**config.mk**
```make
export PLATFORM = sky130hd
export DESIGN_NAME = mdb_rx_buffer
export DESIGN_NICKNAME = d
export VERILOG_FILES = /design/src/hw/mdb_pkg.sv /design/src/hw/mem_data.sv /design/src/hw/fifo_ctrl.sv /design/src/hw/frame_filter.sv /design/src/hw/mdb_rx_buffer.sv
export SDC_FILE = /design/constraint.sdc
export NUM_CORES = 1
export LEC_CHECK = 0
export CAP_MARGIN = 30
export CORE_ASPECT_RATIO = 1.1
export CORE_UTILIZATION = 40
export DETAILED_ROUTE_END_ITERATION = 10
export DONT_BUFFER_PORTS = 1
export PLACE_DENSITY_LB_ADDON = 0.25
export SLEW_MARGIN = 20
export SYNTH_ARGS = -nofsm -noshare
export SYNTH_HDL_FRONTEND = slang
export SYNTH_HIERARCHICAL = 1
export SYNTH_SLANG_ARGS = --single-unit
export TNS_END_PERCENT = 1
```
**constraint.sdc**
```tcl
create_clock -name clock -period 10 [get_ports clock]
set_clock_uncertainty 0.2 [all_clocks]
set_input_delay 1 -clock clock [delete_from_list [all_inputs] [get_ports clock]]
set_output_delay 1 -clock clock [all_outputs]
set_load 0.02 [all_outputs]
```
**src/hw/mdb_pkg.sv**
```systemverilog
package mdb_pkg;

	// A bus word carries a frame-start flag above one byte
	localparam int word_width = 9;
	localparam int byte_width = 8;
	localparam int node_width = 7;

	// Receive buffer geometry
	localparam int addr_width = 6;
	localparam int depth = 2 ** addr_width;
	localparam int count_width = addr_width + 1;

	// Frame filter states
	localparam int state_width = 2;
	localparam logic [state_width-1:0] st_idle = 2'd0;
	localparam logic [state_width-1:0] st_accept = 2'd1;
	localparam logic [state_width-1:0] st_discard = 2'd2;

	// A data word holds one payload byte of the current frame
	typedef struct packed {
		logic start;
		logic [byte_width-1:0] payload;
	} mdb_data_view_t;

	// An address word opens a frame for one node or for every node
	typedef struct packed {
		logic start;
		logic broadcast;
		logic [node_width-1:0] node;
	} mdb_addr_view_t;

	// The same nine bits, read as whichever view the start flag selects
	typedef union packed {
		mdb_data_view_t as_data;
		mdb_addr_view_t as_addr;
	} mdb_word_t;

endpackage

```
**src/hw/mem_data.sv**
```systemverilog
module mem_data
	import mdb_pkg::*;
(
	input logic clock,
	input logic reset,

	input logic wr_en,
	input logic [word_width-1:0] data_in,

	input logic [addr_width-1:0] wr_ptr,
	input logic [addr_width-1:0] rd_ptr,

	output logic [word_width-1:0] data_out
);

	logic [word_width-1:0] mem [depth];

	// Only words the controller accepts are written, so a full buffer keeps its head
	always_ff @(posedge clock or negedge reset)
	begin
		if (!reset)
		begin
			for (int i = 0; i < depth; i++)
			begin
				mem[i] <= '0;
			end
		end
		else if (wr_en)
		begin
			mem[wr_ptr] <= data_in;
		end
	end

	// The entry at the read pointer is registered on every edge
	always_ff @(posedge clock or negedge reset)
	begin
		if (!reset)
		begin
			data_out <= '0;
		end
		else
		begin
			data_out <= mem[rd_ptr];
		end
	end

endmodule

```
**src/hw/fifo_ctrl.sv**
```systemverilog
module fifo_ctrl
	import mdb_pkg::*;
(
	input logic clock,
	input logic reset,

	input logic push,
	input logic pop,

	output logic wr_en,
	output logic [addr_width-1:0] wr_ptr,
	output logic [addr_width-1:0] rd_ptr,

	output logic [count_width-1:0] count,
	output logic empty,
	output logic full,

	output logic rd_valid,
	output logic dropped
);

	logic push_ok;
	logic pop_ok;
	logic [count_width-1:0] count_next;

	// A pop on an empty buffer does nothing, even if a push arrives with it
	assign pop_ok = pop & ~empty;

	// A full buffer still takes a word when a pop frees the head in the same cycle
	assign push_ok = push & (~full | pop);

	assign wr_en = push_ok;

	always_comb
	begin
		case ({push_ok, pop_ok})
			2'b10: count_next = count + 1'b1;
			2'b01: count_next = count - 1'b1;
			default: count_next = count;
		endcase
	end

	// Both pointers wrap past the last entry on their own
	always_ff @(posedge clock or negedge reset)
	begin
		if (!reset)
		begin
			wr_ptr <= '0;
			rd_ptr <= '0;
		end
		else
		begin
			if (push_ok)
				wr_ptr <= wr_ptr + 1'b1;
			if (pop_ok)
				rd_ptr <= rd_ptr + 1'b1;
		end
	end

	always_ff @(posedge clock or negedge reset)
	begin
		if (!reset)
		begin
			count <= '0;
			empty <= 1'b1;
			full <= 1'b0;
		end
		else
		begin
			count <= count_next;
			empty <= (count_next == '0);
			full <= (count_next == count_width'(depth));
		end
	end

	// The read data is in the memory's output register one cycle after the pop
	always_ff @(posedge clock or negedge reset)
	begin
		if (!reset)
		begin
			rd_valid <= 1'b0;
			dropped <= 1'b0;
		end
		else
		begin
			rd_valid <= pop_ok;
			dropped <= push & ~push_ok;
		end
	end

	a_count_range: assert property (@(posedge clock) disable iff (!reset)
		count <= count_width'(depth));

	a_flags_exclusive: assert property (@(posedge clock) disable iff (!reset)
		!(empty && full));

endmodule

```
**src/hw/frame_filter.sv**
```systemverilog
module frame_filter
	import mdb_pkg::*;
(
	input logic clock,
	input logic reset,

	input logic [node_width-1:0] own_id,

	input logic rx_valid,
	input mdb_word_t rx_word,

	output logic push,
	output logic [word_width-1:0] push_word
);

	logic [state_width-1:0] state;
	logic [state_width-1:0] state_next;
	logic is_addr;
	logic for_us;

	// The start flag sits in the same place in both views
	assign is_addr = rx_word.as_data.start;

	// Broadcast frames are kept whatever node number they carry
	assign for_us = rx_word.as_addr.broadcast | (rx_word.as_addr.node == own_id);

	always_ff @(posedge clock or negedge reset)
	begin
		if (!reset)
		begin
			state <= st_idle;
		end
		else
		begin
			state <= state_next;
		end
	end

	// Any address word decides the fate of the frame it opens
	always_comb
	begin
		case (state)
			st_idle, st_accept, st_discard:
			begin
				state_next = state;
				if (rx_valid && is_addr)
				begin
					if (for_us)
						state_next = st_accept;
					else
						state_next = st_discard;
				end
			end
			default:
			begin
				state_next = st_idle;
			end
		endcase
	end

	// Data words are only stored inside a kept frame
	always_comb
	begin
		push = 1'b0;
		if (rx_valid)
		begin
			if (is_addr)
				push = for_us;
			else
				push = (state == st_accept);
		end
	end

	assign push_word = rx_word;

	a_push_needs_word: assert property (@(posedge clock) disable iff (!reset)
		push |-> rx_valid);

	// After a frame for another node, no data word is stored until the next address word
	a_discard_holds: assert property (@(posedge clock) disable iff (!reset)
		(rx_valid && is_addr && !for_us) |=> ((push -> is_addr) until (rx_valid && is_addr)));

endmodule

```
**src/hw/mdb_rx_buffer.sv**
```systemverilog
module mdb_rx_buffer
	import mdb_pkg::*;
(
	input logic clock,
	input logic reset,

	input logic [node_width-1:0] own_id,

	input logic rx_valid,
	input logic [word_width-1:0] rx_word,

	input logic pop,
	output logic rd_valid,
	output logic [word_width-1:0] rd_word,

	output logic empty,
	output logic full,
	output logic [count_width-1:0] count,
	output logic dropped
);

	logic push;
	logic [word_width-1:0] push_word;
	logic wr_en;
	logic [addr_width-1:0] wr_ptr;
	logic [addr_width-1:0] rd_ptr;

	frame_filter u_filter (
		.clock(clock),
		.reset(reset),
		.own_id(own_id),
		.rx_valid(rx_valid),
		.rx_word(rx_word),
		.push(push),
		.push_word(push_word)
	);

	fifo_ctrl u_ctrl (
		.clock(clock),
		.reset(reset),
		.push(push),
		.pop(pop),
		.wr_en(wr_en),
		.wr_ptr(wr_ptr),
		.rd_ptr(rd_ptr),
		.count(count),
		.empty(empty),
		.full(full),
		.rd_valid(rd_valid),
		.dropped(dropped)
	);

	// The memory output register is the read port seen by the reader
	mem_data u_mem (
		.clock(clock),
		.reset(reset),
		.wr_en(wr_en),
		.data_in(push_word),
		.wr_ptr(wr_ptr),
		.rd_ptr(rd_ptr),
		.data_out(rd_word)
	);

endmodule

```
==> results.ini, run 1 <==
[status]
status=finished, violations left
violations=slew limit

[synthesis]
yosys_warnings=6
synth-seq-cells=610
synth_cells=1834
yosysTopAreaCellShare_pct=53.76
yosys-top-cells-area=dfrtp_1 (54%), mux2_2 (22%), mux4_2 (11%)
syn_nets=1858
postSynthAreaPerCell_um2=15.46
synth_top_cell_by_area=dfrtp_1
ys.flop_type=dfrtp_1
synth_edf_count=0
yosysUniqueCellTypes=67
netlist_area_um2=28350
ys_async_sr_fraction_pct=100.0
yosysSeqAreaShare_pct=53.85

[setup_path]
worstPathRequired_ns=10.33
cp.arrival_ns=4.79
worstPathCellList=xor2_1 > nor4_1 > a41oi_1 > a21oi_1 > nand2_1 > ha_1 > xor2_1 > ha_1 > o21ai_1 > or3b_1 > a311oi_1 > or4b_4 > a21oi_2
critPathMaxFanout=19
crit_type=in -> reg
cp-start-kind=input pin
cp-end-kind=flip-flop
cpPeakStageDelay_ns=0.51
cp_slowest_cell=or4b_4

[clocking]
cts_setup_buffers=0
root_buffer=clkbuf_16
cts_sinks=610
cts_htree_levels=3
cts.path.max_buffers=3
numCtsBuffers=67
cts.clk_slew.worst_paths_ns=0.05
clock_latency_ns=0.60
cts_tree=yes
cts.repair.resized=0

[routing]
first_iter_violations=900
drt-pass1-iter-count=5
antenna_left=0
post_drt_wl_per_cell_um=24.65
num_vias=15500
wl_um=67800
via_per_inst=5.636
post-route-drc-count=0

[timing]
period_share_pct=44.58
rsz0062_at_grt=no
fmaxAchievable_ghz=0.2243
fin_crit_ns=4.458
maxSlewViolCount=35
slew-limit-headroom_pct=-1.034
hold_viol_final=0
setup-violations-final=0
tightest_slew_ns=1.516
tns_ns=0

[run]
cap_violations=0

[min_path]
hp-class=in -> async

[placement]
gp_congestion=0.7816
hpwl_um=39980
port_buffers=0

[floorplanning]
die_width_um=255.8
rows=102
die-area_um2=71940
core_um2=70190
initial_utilization_pct=40.39
die-height_um=281.2
num_io_pins=40

[cells_and_area]
nets=1797
antennaDiodeCount=0
drive_above_1_share_pct=47.38
fill_cells=6286
area.growth.synth_to_final_pct=9.754

[grt]
grt_use_total_pct=19.26
grt_pass1_wl_um=105300
first_global_vias=16630
grt.overflow.total=0
antenna_found_initial=0
grt_max_degree=611

[power_and_ir_drop]
power_w=0.007451
p_leak_nw=14.48
ir_worst_vdd_uv=274.3
powerDensity_nw_per_um2=239.5

-- critical path, delay by kind of cell --
family | cells | cell delay [ns]
AND/OR/NAND/NOR | 4 | 1.40
XOR/XNOR | 2 | 0.39
adder cells (fa/ha/maj) | 2 | 0.71
AO/OA/AOI/OAI | 5 | 1.30
-- final cells by class --
type | count | area, µm² | share of cell area [%]
timing repair buffer | 12 | 202.7 | 0.6514
inverter | 5 | 18.77 | 0.06032
clock inverter | 13 | 148.9 | 0.4785
tap | 936 | 1171 | 3.764
multi-input combinational | 1077 | 12320 | 39.60
sequential | 610 | 15280 | 49.10
clock buffer | 98 | 1976 | 6.350
-- Yosys cell counts (all sizes together), types with 2 or more instances --
cell type / instances
dfrtp: 609
mux2: 596
mux4: 141
clkbuf: 78
buf: 64
nor2: 64
mux2i: 50
nand2: 42
o21ai: 20
a21oi: 14
a221o: 12
nand3: 12
xnor2: 12
xor2: 10
a221oi: 8
o22ai: 8
and2: 7
nand3b: 7
nand4: 7
nor2b: 7
o221ai: 7
inv: 5
nand2b: 5
ha: 4
nor3: 4
nor3b: 4
or3b: 4
or3: 3
a211oi: 2
a31oi: 2
and2b: 2
o211ai: 2
o21bai: 2
or2: 2
-- per-stage QoR --
stage / std cells / area (µm²) / utilization (%) / hold WS [ns] / setup slack [ns]
global placement: 2635 / 28850 / 41.11 / 0.2611 / 4.997
floorplan: 1834 / 28350 / - / 0.2517 / 5.435
detailed placement: 2636 / 28880 / 41.14 / 0.2707 / 4.981
global route: 2751 / 31110 / 44.33 / 0.03124 / 5.247
CTS: 2747 / 31000 / 44.17 / -0.06957 / 5.593
finish: 2751 / 31110 / 44.33 / 0.06375 / 5.542
-- path summary, 6_finish.rpt --
check,cells past startpoint,startpoint,endpoint,slack (ns)
setup / recovery,13,own_id[6],u_ctrl/full$_DFF_PN0_,5.54
hold / removal,0,reset,u_ctrl/empty$_DFF_PN1_,0.06
setup reg to reg,8,u_ctrl/rd_ptr[0]$_DFFE_PN0N_,u_mem/data_out[3]$_DFF_PN0_,5.97
hold reg to reg,1,u_mem/mem[148]$_DFFE_PN0P_,u_mem/mem[148]$_DFFE_PN0P_,0.28
max in group asynchronous,1,reset,u_ctrl/rd_ptr[1]$_DFFE_PN0N_,8.10
min in group clock,1,u_mem/mem[148]$_DFFE_PN0P_,u_mem/mem[148]$_DFFE_PN0P_,0.28
-- power by group --
| part | switching [W] | leakage, nW | internal [W] |
|---|---|---|---|
| combinational | 0.000960 | 5.09 | 0.000891 |
| sequential | 0.000379 | 8.35 | 0.00282 |
| clock | 0.000983 | 1.05 | 0.00142 |
-- logic make-up (layout without fill, tap and decap cells) --
group,Yosys count,after routing,synth area share [%]
muxes,787,787,36.64
DFF,610,610,53.85
and+or+nand+nor,177,177,3.778
buffers and inverters,147,128,2.692
AOI/OAI and AO/OA,87,87,2.185
xor gates and xnor gates,22,22,0.6797
adders and majority gates,4,4,0.1765
-- cells in the final DEF (no fill, tap or decap), drive strengths merged, types with 2 or more instances in the layout --
cell type,instances
a211oi,2
a21oi,14
a221o,12
a221oi,8
a31oi,2
and2,7
and2b,2
buf,12
bufinv,2
clkbuf,98
clkinv,8
dfrtp,609
ha,4
inv,8
mux2,596
mux2i,50
mux4,141
nand2,42
nand2b,5
nand3,12
nand3b,7
nand4,7
nor2,64
nor2b,7
nor3,4
nor3b,4
o211ai,2
o21ai,20
o21bai,2
o221ai,7
o22ai,8
or2,2
or3,3
or3b,4
xnor2,12
xor2,10
-- layer usage --
layer | GRT usage (%) | share of wire, % | vias up
li1 | - | - | 6708
met1 | 25.78 | 45 | 8456
met2 | 32.16 | 50 | 259
met3 | 3.039 | 3.5 | 81
met4 | 6.080 | 2.1 | 0
met5 | 0 | 0 | -
-- flip-flops by register name (all words and copies together) (netlist names) --
signal and flops:
u_ctrl/dropped 1, u_ctrl/rd_ptr 6, u_mem/mem 576, u_ctrl/wr_ptr 6, u_ctrl/count 7, u_ctrl/rd_valid 1
u_ctrl/empty 1, u_filter/state 2, u_ctrl/full 1, u_mem/data_out 9
No activity file was read; power rests on OpenSTA's default activity.
==> run 2: changes to the inputs <==
clock period = 4 ns   (was 10 ns; I/O delays follow)
==> run 2 against run 1 <==
Net effect: largest power group unchanged; core utilization rose by 1.3 points; the flow finishes with violations (hold timing, slew limit); global-route usage grew 0.28 points; sequential share of layout area down 1.4 points; via count grew 1.7%.
==> results.ini, run 2 (synthesized netlist as in run 1, its figures left out) <==
[timing]
hold_viol_final=609
fmaxAchievable_ghz=0.2946
rsz0062_at_grt=no
tightest_slew_ns=2.214
fin_hold_ws_ns=-0.6884
fin_crit_ns=3.395
maxSlewViolCount=330
tns_ns=0
slew-limit-headroom_pct=-47.58
setup-violations-final=0
period_share_pct=84.87

[clocking]
cts_htree_levels=3
cts_tree=yes
cts.clk_slew.worst_paths_ns=0.06
cts_sinks=610
cts_setup_buffers=0
hold_buffers=14
clock_latency_ns=0.61
numCtsBuffers=68
cts.repair.resized=0
cts.path.max_buffers=3
root_buffer=clkbuf_16

[grt]
grt_max_degree=611
first_global_vias=17190
grt.overflow.total=0
antenna_found_initial=2
grt_use_total_pct=19.54
grt_pass1_wl_um=107100

[setup_path]
r2r-end=u_mem/mem[402]$_DFFE_PN0P_
cp.arrival_ns=3.69
cp.depth=12
cp-end-kind=flip-flop
worstPathRequired_ns=4.30
crit_path_start=u_filter/state[0]$_DFFE_PN0P_
worstPathCellList=nor2b_1 > o21ai_0 > a21oi_1 > nand2_1 > buf_4 > inv_1 > buf_4 > nand3_2 > nor2_2 > buf_4 > mux2_1 > dlygate4sd3_1
crit_type=reg -> reg
path_common_cell=buf_4
rrSetupSlack_ns=0.61
crit_buf_inv=5
cp-start-kind=flip-flop
rr_worst_depth=12
critPathMaxFanout=9
cp_slowest_cell=dlygate4sd3_1
endpoint=u_mem/mem[402]$_DFFE_PN0P_
cpPeakStageDelay_ns=0.55
regToRegStartpoint=u_filter/state[0]$_DFFE_PN0P_
cpLargestDelayFamily=buffers and inverters

[cells_and_area]
drive_above_1_share_pct=49.61
regMostFlops=u_mem/mem
multi_input_comb_area_um2=12320
reg_top3=u_mem/mem (576), u_mem/data_out (9), u_ctrl/count (7)
seq_area_um2=15280
area.growth.synth_to_final_pct=12.94
fill_cells=6195
final_common_cell=dfrtp_1
antennaDiodeCount=0
layout_common_cells=dfrtp_1 (606), mux2_2 (547), mux4_2 (141)
nets=1885
largest_reg_flops=576

[power_and_ir_drop]
ir_worst_vdd_uv=405.3
p_leak_nw=15.02
powerDensity_nw_per_um2=596.6
power_w=0.01910

[status]
status=finished, violations left
violations=hold timing, slew limit

[placement]
hpwl_um=42190
port_buffers=0
gp_congestion=0.8052

[routing]
first_iter_violations=1002
post_drt_wl_per_cell_um=23.88
num_vias=15770
drt-pass1-iter-count=5
post-route-drc-count=0
antenna_left=0
via_per_inst=5.531
wl_um=68100

[floorplanning]
die-height_um=281.2
initial_utilization_pct=40.39
core_um2=70190
num_io_pins=40
die_width_um=255.8
rows=102
die-area_um2=71940

[run]
cap_violations=0

[min_path]
hp-class=in -> async

-- run 2: power by group --
group          switching [W]  internal [W]  total (W)
logic                0.00253       0.00245    0.00497
registers           0.000880       0.00705    0.00793
clock network        0.00257       0.00362    0.00620
-- run 2: stage by stage --
step | cell area, µm² | cells | hold WS [ns] | util, % | setup WS (ns)
after global routing | 32020 | 2851 | -0.7077 | 45.62 | 0.3445
after global placement | 29490 | 2713 | -0.03774 | 42.01 | 0.1551
final | 32020 | 2851 | -0.6884 | 45.62 | 0.6052
after floorplan | 28350 | 1834 | -0.09559 | - | 0.03541
after CTS | 32020 | 2851 | -0.6865 | 45.62 | 0.5279
after detailed placement | 29490 | 2713 | -0.03317 | 42.01 | 0.1047
-- run 2: per-layer routing --
| metal | vias to the layer above | share of wire [%] | GRT usage, % |
|---|---|---|---|
| li1 | 6889 | - | - |
| met5 | - | 0.019 | 0 |
| met3 | 86 | 3.6 | 2.931 |
| met1 | 8519 | 44 | 25.69 |
| met4 | 2 | 2.0 | 5.650 |
| met2 | 274 | 50 | 33.51 |
-- run 2: area by class of cell --
class,count,area share [%]
clock buffers,101,6.108
clock inverters,23,0.8675
inverters,5,0.05861
multi-input cells,1077,38.48
flip-flops and latches,610,47.71
well taps,936,3.658
repair buffers,99,3.118
-- run 2: worst min-delay path by stage --
stage,cells past startpoint,startpoint,end
floorplan,0,reset,u_ctrl/count[0]$_DFF_PN0_
global placement,0,reset,u_mem/mem[350]$_DFFE_PN0P_
detailed placement,0,reset,u_mem/mem[314]$_DFFE_PN0P_
CTS,0,reset,u_mem/mem[507]$_DFFE_PN0P_
global route,0,reset,u_mem/mem[349]$_DFFE_PN0P_
finish,0,reset,u_mem/mem[349]$_DFFE_PN0P_
-- run 2: worst register-to-register path, delay by kind of cell, from the launching register on --
kind / cells / cell delay [ns]
AO/OA/AOI/OAI: 2 / 0.31
buffers and inverters: 5 / 1.19
flip-flops: 1 / 0.37
multiplexers: 1 / 0.34
AND/OR/NAND/NOR: 4 / 0.88
==> run 3: changes to the inputs <==
ABC_AREA = 1   (was default)
clock period = 3.4 ns   (was 4 ns; I/O delays follow)
==> run 3 against run 2 <==
Net effect: die area decreased by 0.70%; register-to-register slack got worse by 0.13 ns; via count up 46%; critical path type is now in -> reg; the run still ends with hold timing, slew limit left; setup slack worse by 0.27 ns; critical path depth grew 12; sequential cell count stayed put; cell area decreased by 2.7%; cell count grew 53%; non-clock buffer count decreased by 35; largest cell class unchanged; highest routed layer is now met4; sequential power increased by 11%; synthesized area shrank 0.70%.
==> results.ini, run 3 <==
[status]
status=finished, violations left
violations=hold timing, slew limit

[setup_path]
rrSetupSlack_ns=0.48
crit_type=in -> reg
rr_worst_depth=17
regToRegStartpoint=u_ctrl/empty$_DFF_PN1_
cp.arrival_ns=3.39
r2r-end=u_ctrl/full$_DFF_PN0_
cp-start-kind=input pin
worstPathRequired_ns=3.72
cp-end-kind=flip-flop
critPathMaxFanout=7

[routing]
post-route-drc-count=0
num_vias=23080
via_per_inst=5.275
antenna_left=0
first_iter_violations=2163
wl_um=78590
post_drt_wl_per_cell_um=17.96
drt-pass1-iter-count=6

[cells_and_area]
post-route-util_pct=44.92
layout_common_cells=nand2_1 (1381), dfrtp_1 (606), o21ai_0 (554)
multi_input_comb_area_um2=11580
reg_top3=u_mem/mem (576), u_mem/data_out (9), u_ctrl/count (7)
fill_cells=6869
largest_reg_flops=576
area.growth.synth_to_final_pct=10.72
final_cell_count_no_fill=4375
nets=3422
seq_area_um2=15270
antennaDiodeCount=0
drive_above_1_share_pct=7.918
regMostFlops=u_mem/mem
final_common_cell=nand2_1

[clocking]
cts.path.max_buffers=3
root_buffer=clkbuf_16
cts_htree_levels=3
cts_setup_buffers=0
hold_buffers=10
cts_sinks=610
numCtsBuffers=67
cts.clk_slew.worst_paths_ns=0.06
cts.repair.resized=0
cts_tree=yes
clock_latency_ns=0.62

[timing]
setup-violations-final=0
fmaxAchievable_ghz=0.3258
maxSlewViolCount=282
slew-limit-headroom_pct=-34.02
tns_ns=0
hold_viol_final=610
fin_hold_ws_ns=-0.7485
tightest_slew_ns=2.010
fin_crit_ns=3.069
rsz0062_at_grt=no
period_share_pct=90.27

[synthesis]
netlist_area_um2=28150
syn_nets=3540
postSynthAreaPerCell_um2=8.006
synth_top_cell_by_area=dfrtp_1
yosys_warnings=6
yosysTopAreaCellShare_pct=54.14
ys.flop_type=dfrtp_1
synth_edf_count=0
yosys-top-cells-area=dfrtp_1 (54%), nand2_1 (18%), o21ai_0 (9.8%)
yosys-top-cells-count=nand2_1 (1381), dfrtp_1 (609), o21ai_0 (554)
synth_cells=3516
synth_most_common_cell=nand2_1
synth-seq-cells=610
yosysSeqAreaShare_pct=54.23
ys_async_sr_fraction_pct=100.0
yosysUniqueCellTypes=33

[floorplanning]
initial_utilization_pct=40.58
core_um2=69380
num_io_pins=40
die-height_um=280.2
die_width_um=254.9
die-area_um2=71440
rows=101

[run]
cap_violations=0

[placement]
port_buffers=0
gp_congestion=0.7979
dp.cells=4246
hpwl_um=45420

[grt]
grt_use_total_pct=22.58
grt_max_degree=611
antenna_found_initial=1
first_global_vias=22040
grt_pass1_wl_um=127300
grt.overflow.total=0

[min_path]
hp-class=in -> async

[power_and_ir_drop]
swShare_pct=38.62
p_leak_nw=14.07
pwr-share-comb_pct=31.9
p_seq_share_pct=37.0
ir_worst_vdd_uv=480.9
powerDensity_nw_per_um2=764.1
clockPowerShare_pct=31.1
intPower_w=0.01462
p_switching_w=0.009197

==> run 3: cell types whose count changed in the layout (fill, tap and decap cells not counted), sizes merged, moves of 40 or more <==
cell / previous run / this run
o21ai: 20 / 580
mux2: 596 / 0
nand3: 12 / 504
mux2i: 50 / 0
inv: 8 / 59
nand2: 42 / 1451
buf: 94 / 54
mux4: 141 / 0
==> run 3: layout make-up <==
cell class	instances	area share [%]
clock buffer	93	6.182
sequential	610	49.01
tap	927	3.721
clock inverter	26	0.9675
timing repair buffer	64	2.224
inverter	58	0.7306
multi-input combinational	2597	37.17
==> run 3: power groups by stage <==
stage,Combinational [W],Sequential [W],Clock [W]
floorplan,0.00507,0.00866,0
global placement,0.00751,0.00892,0
detailed placement,0.00756,0.00892,0
CTS,0.00759,0.00880,0.00759
global route,0.00832,0.00891,0.00786
finish,0.00760,0.00881,0.00740
==> run 3: metrics by stage <==
| stage | setup slack [ns] | area, µm² | power (W) | hold WS, ns |
|---|---|---|---|---|
| finish | 0.3310 | 31170 | 0.02381 | -0.7485 |
| global route | 0.03972 | 31170 | 0.02509 | -0.7672 |
| CTS | 0.3438 | 31170 | 0.02398 | -0.7743 |
| detailed placement | 0.3021 | 28840 | 0.01648 | -0.1194 |
| global placement | 0.3592 | 28840 | 0.01643 | -0.1178 |
| floorplan | 0.4945 | 28150 | 0.01374 | -0.1556 |
==> run 3: how the worst max path moves through the flow <==
stage,slack (ns),endpoint,from
after CTS,0.34,u_ctrl/full$_DFF_PN0_,rx_word[5]
final,0.33,u_ctrl/full$_DFF_PN0_,rx_word[5]
after global routing,0.04,u_ctrl/empty$_DFF_PN1_,rx_word[5]
after detailed placement,0.30,u_ctrl/full$_DFF_PN0_,own_id[0]
after global placement,0.36,u_ctrl/empty$_DFF_PN1_,own_id[0]
after floorplan,0.49,u_ctrl/empty$_DFF_PN1_,own_id[0]
==> run 3: logic make-up (layout without fill, tap and decap cells) <==
family          count (synthesis)  in the layout  share of synthesized area, %
simple gates                 1996           1996                         30.05
buf+inv                       309            241                         4.622
flops                         610            610                         54.23
xor+xnor                       14             14                        0.5289
fa+ha+maj                       4              4                        0.1778
compound gates                583            583                         10.39
==> run 3: per-layer routing <==
metal / vias up / share of wire (%) / global-route usage, %
met5: - / 0 / 0
met4: 0 / 2.0 / 6.571
met3: 95 / 5.0 / 2.746
met2: 566 / 47 / 36.18
met1: 11180 / 46 / 31.98
li1: 11240 / - / -
==> run 3: worst max-delay path, cell delays in order <==
cell and delay [ns]:
dlygate4sd3_1 0.58, inv_1 0.05, nand2_1 0.05, nand2_1 0.05, nor2_1 0.09, nand2_1 0.07
o21bai_2 0.13, nand2_1 0.06, nand2_1 0.19, o21ai_1 0.13, ha_1 0.36, inv_2 0.12
nand2_1 0.07, nand2_1 0.06, inv_1 0.04, ha_1 0.26, nand2_1 0.06, o21ai_1 0.06
or2_0 0.20, nor2_1 0.10, nand3_1 0.07, nor2_1 0.09, nand2_1 0.07, nor2_1 0.09
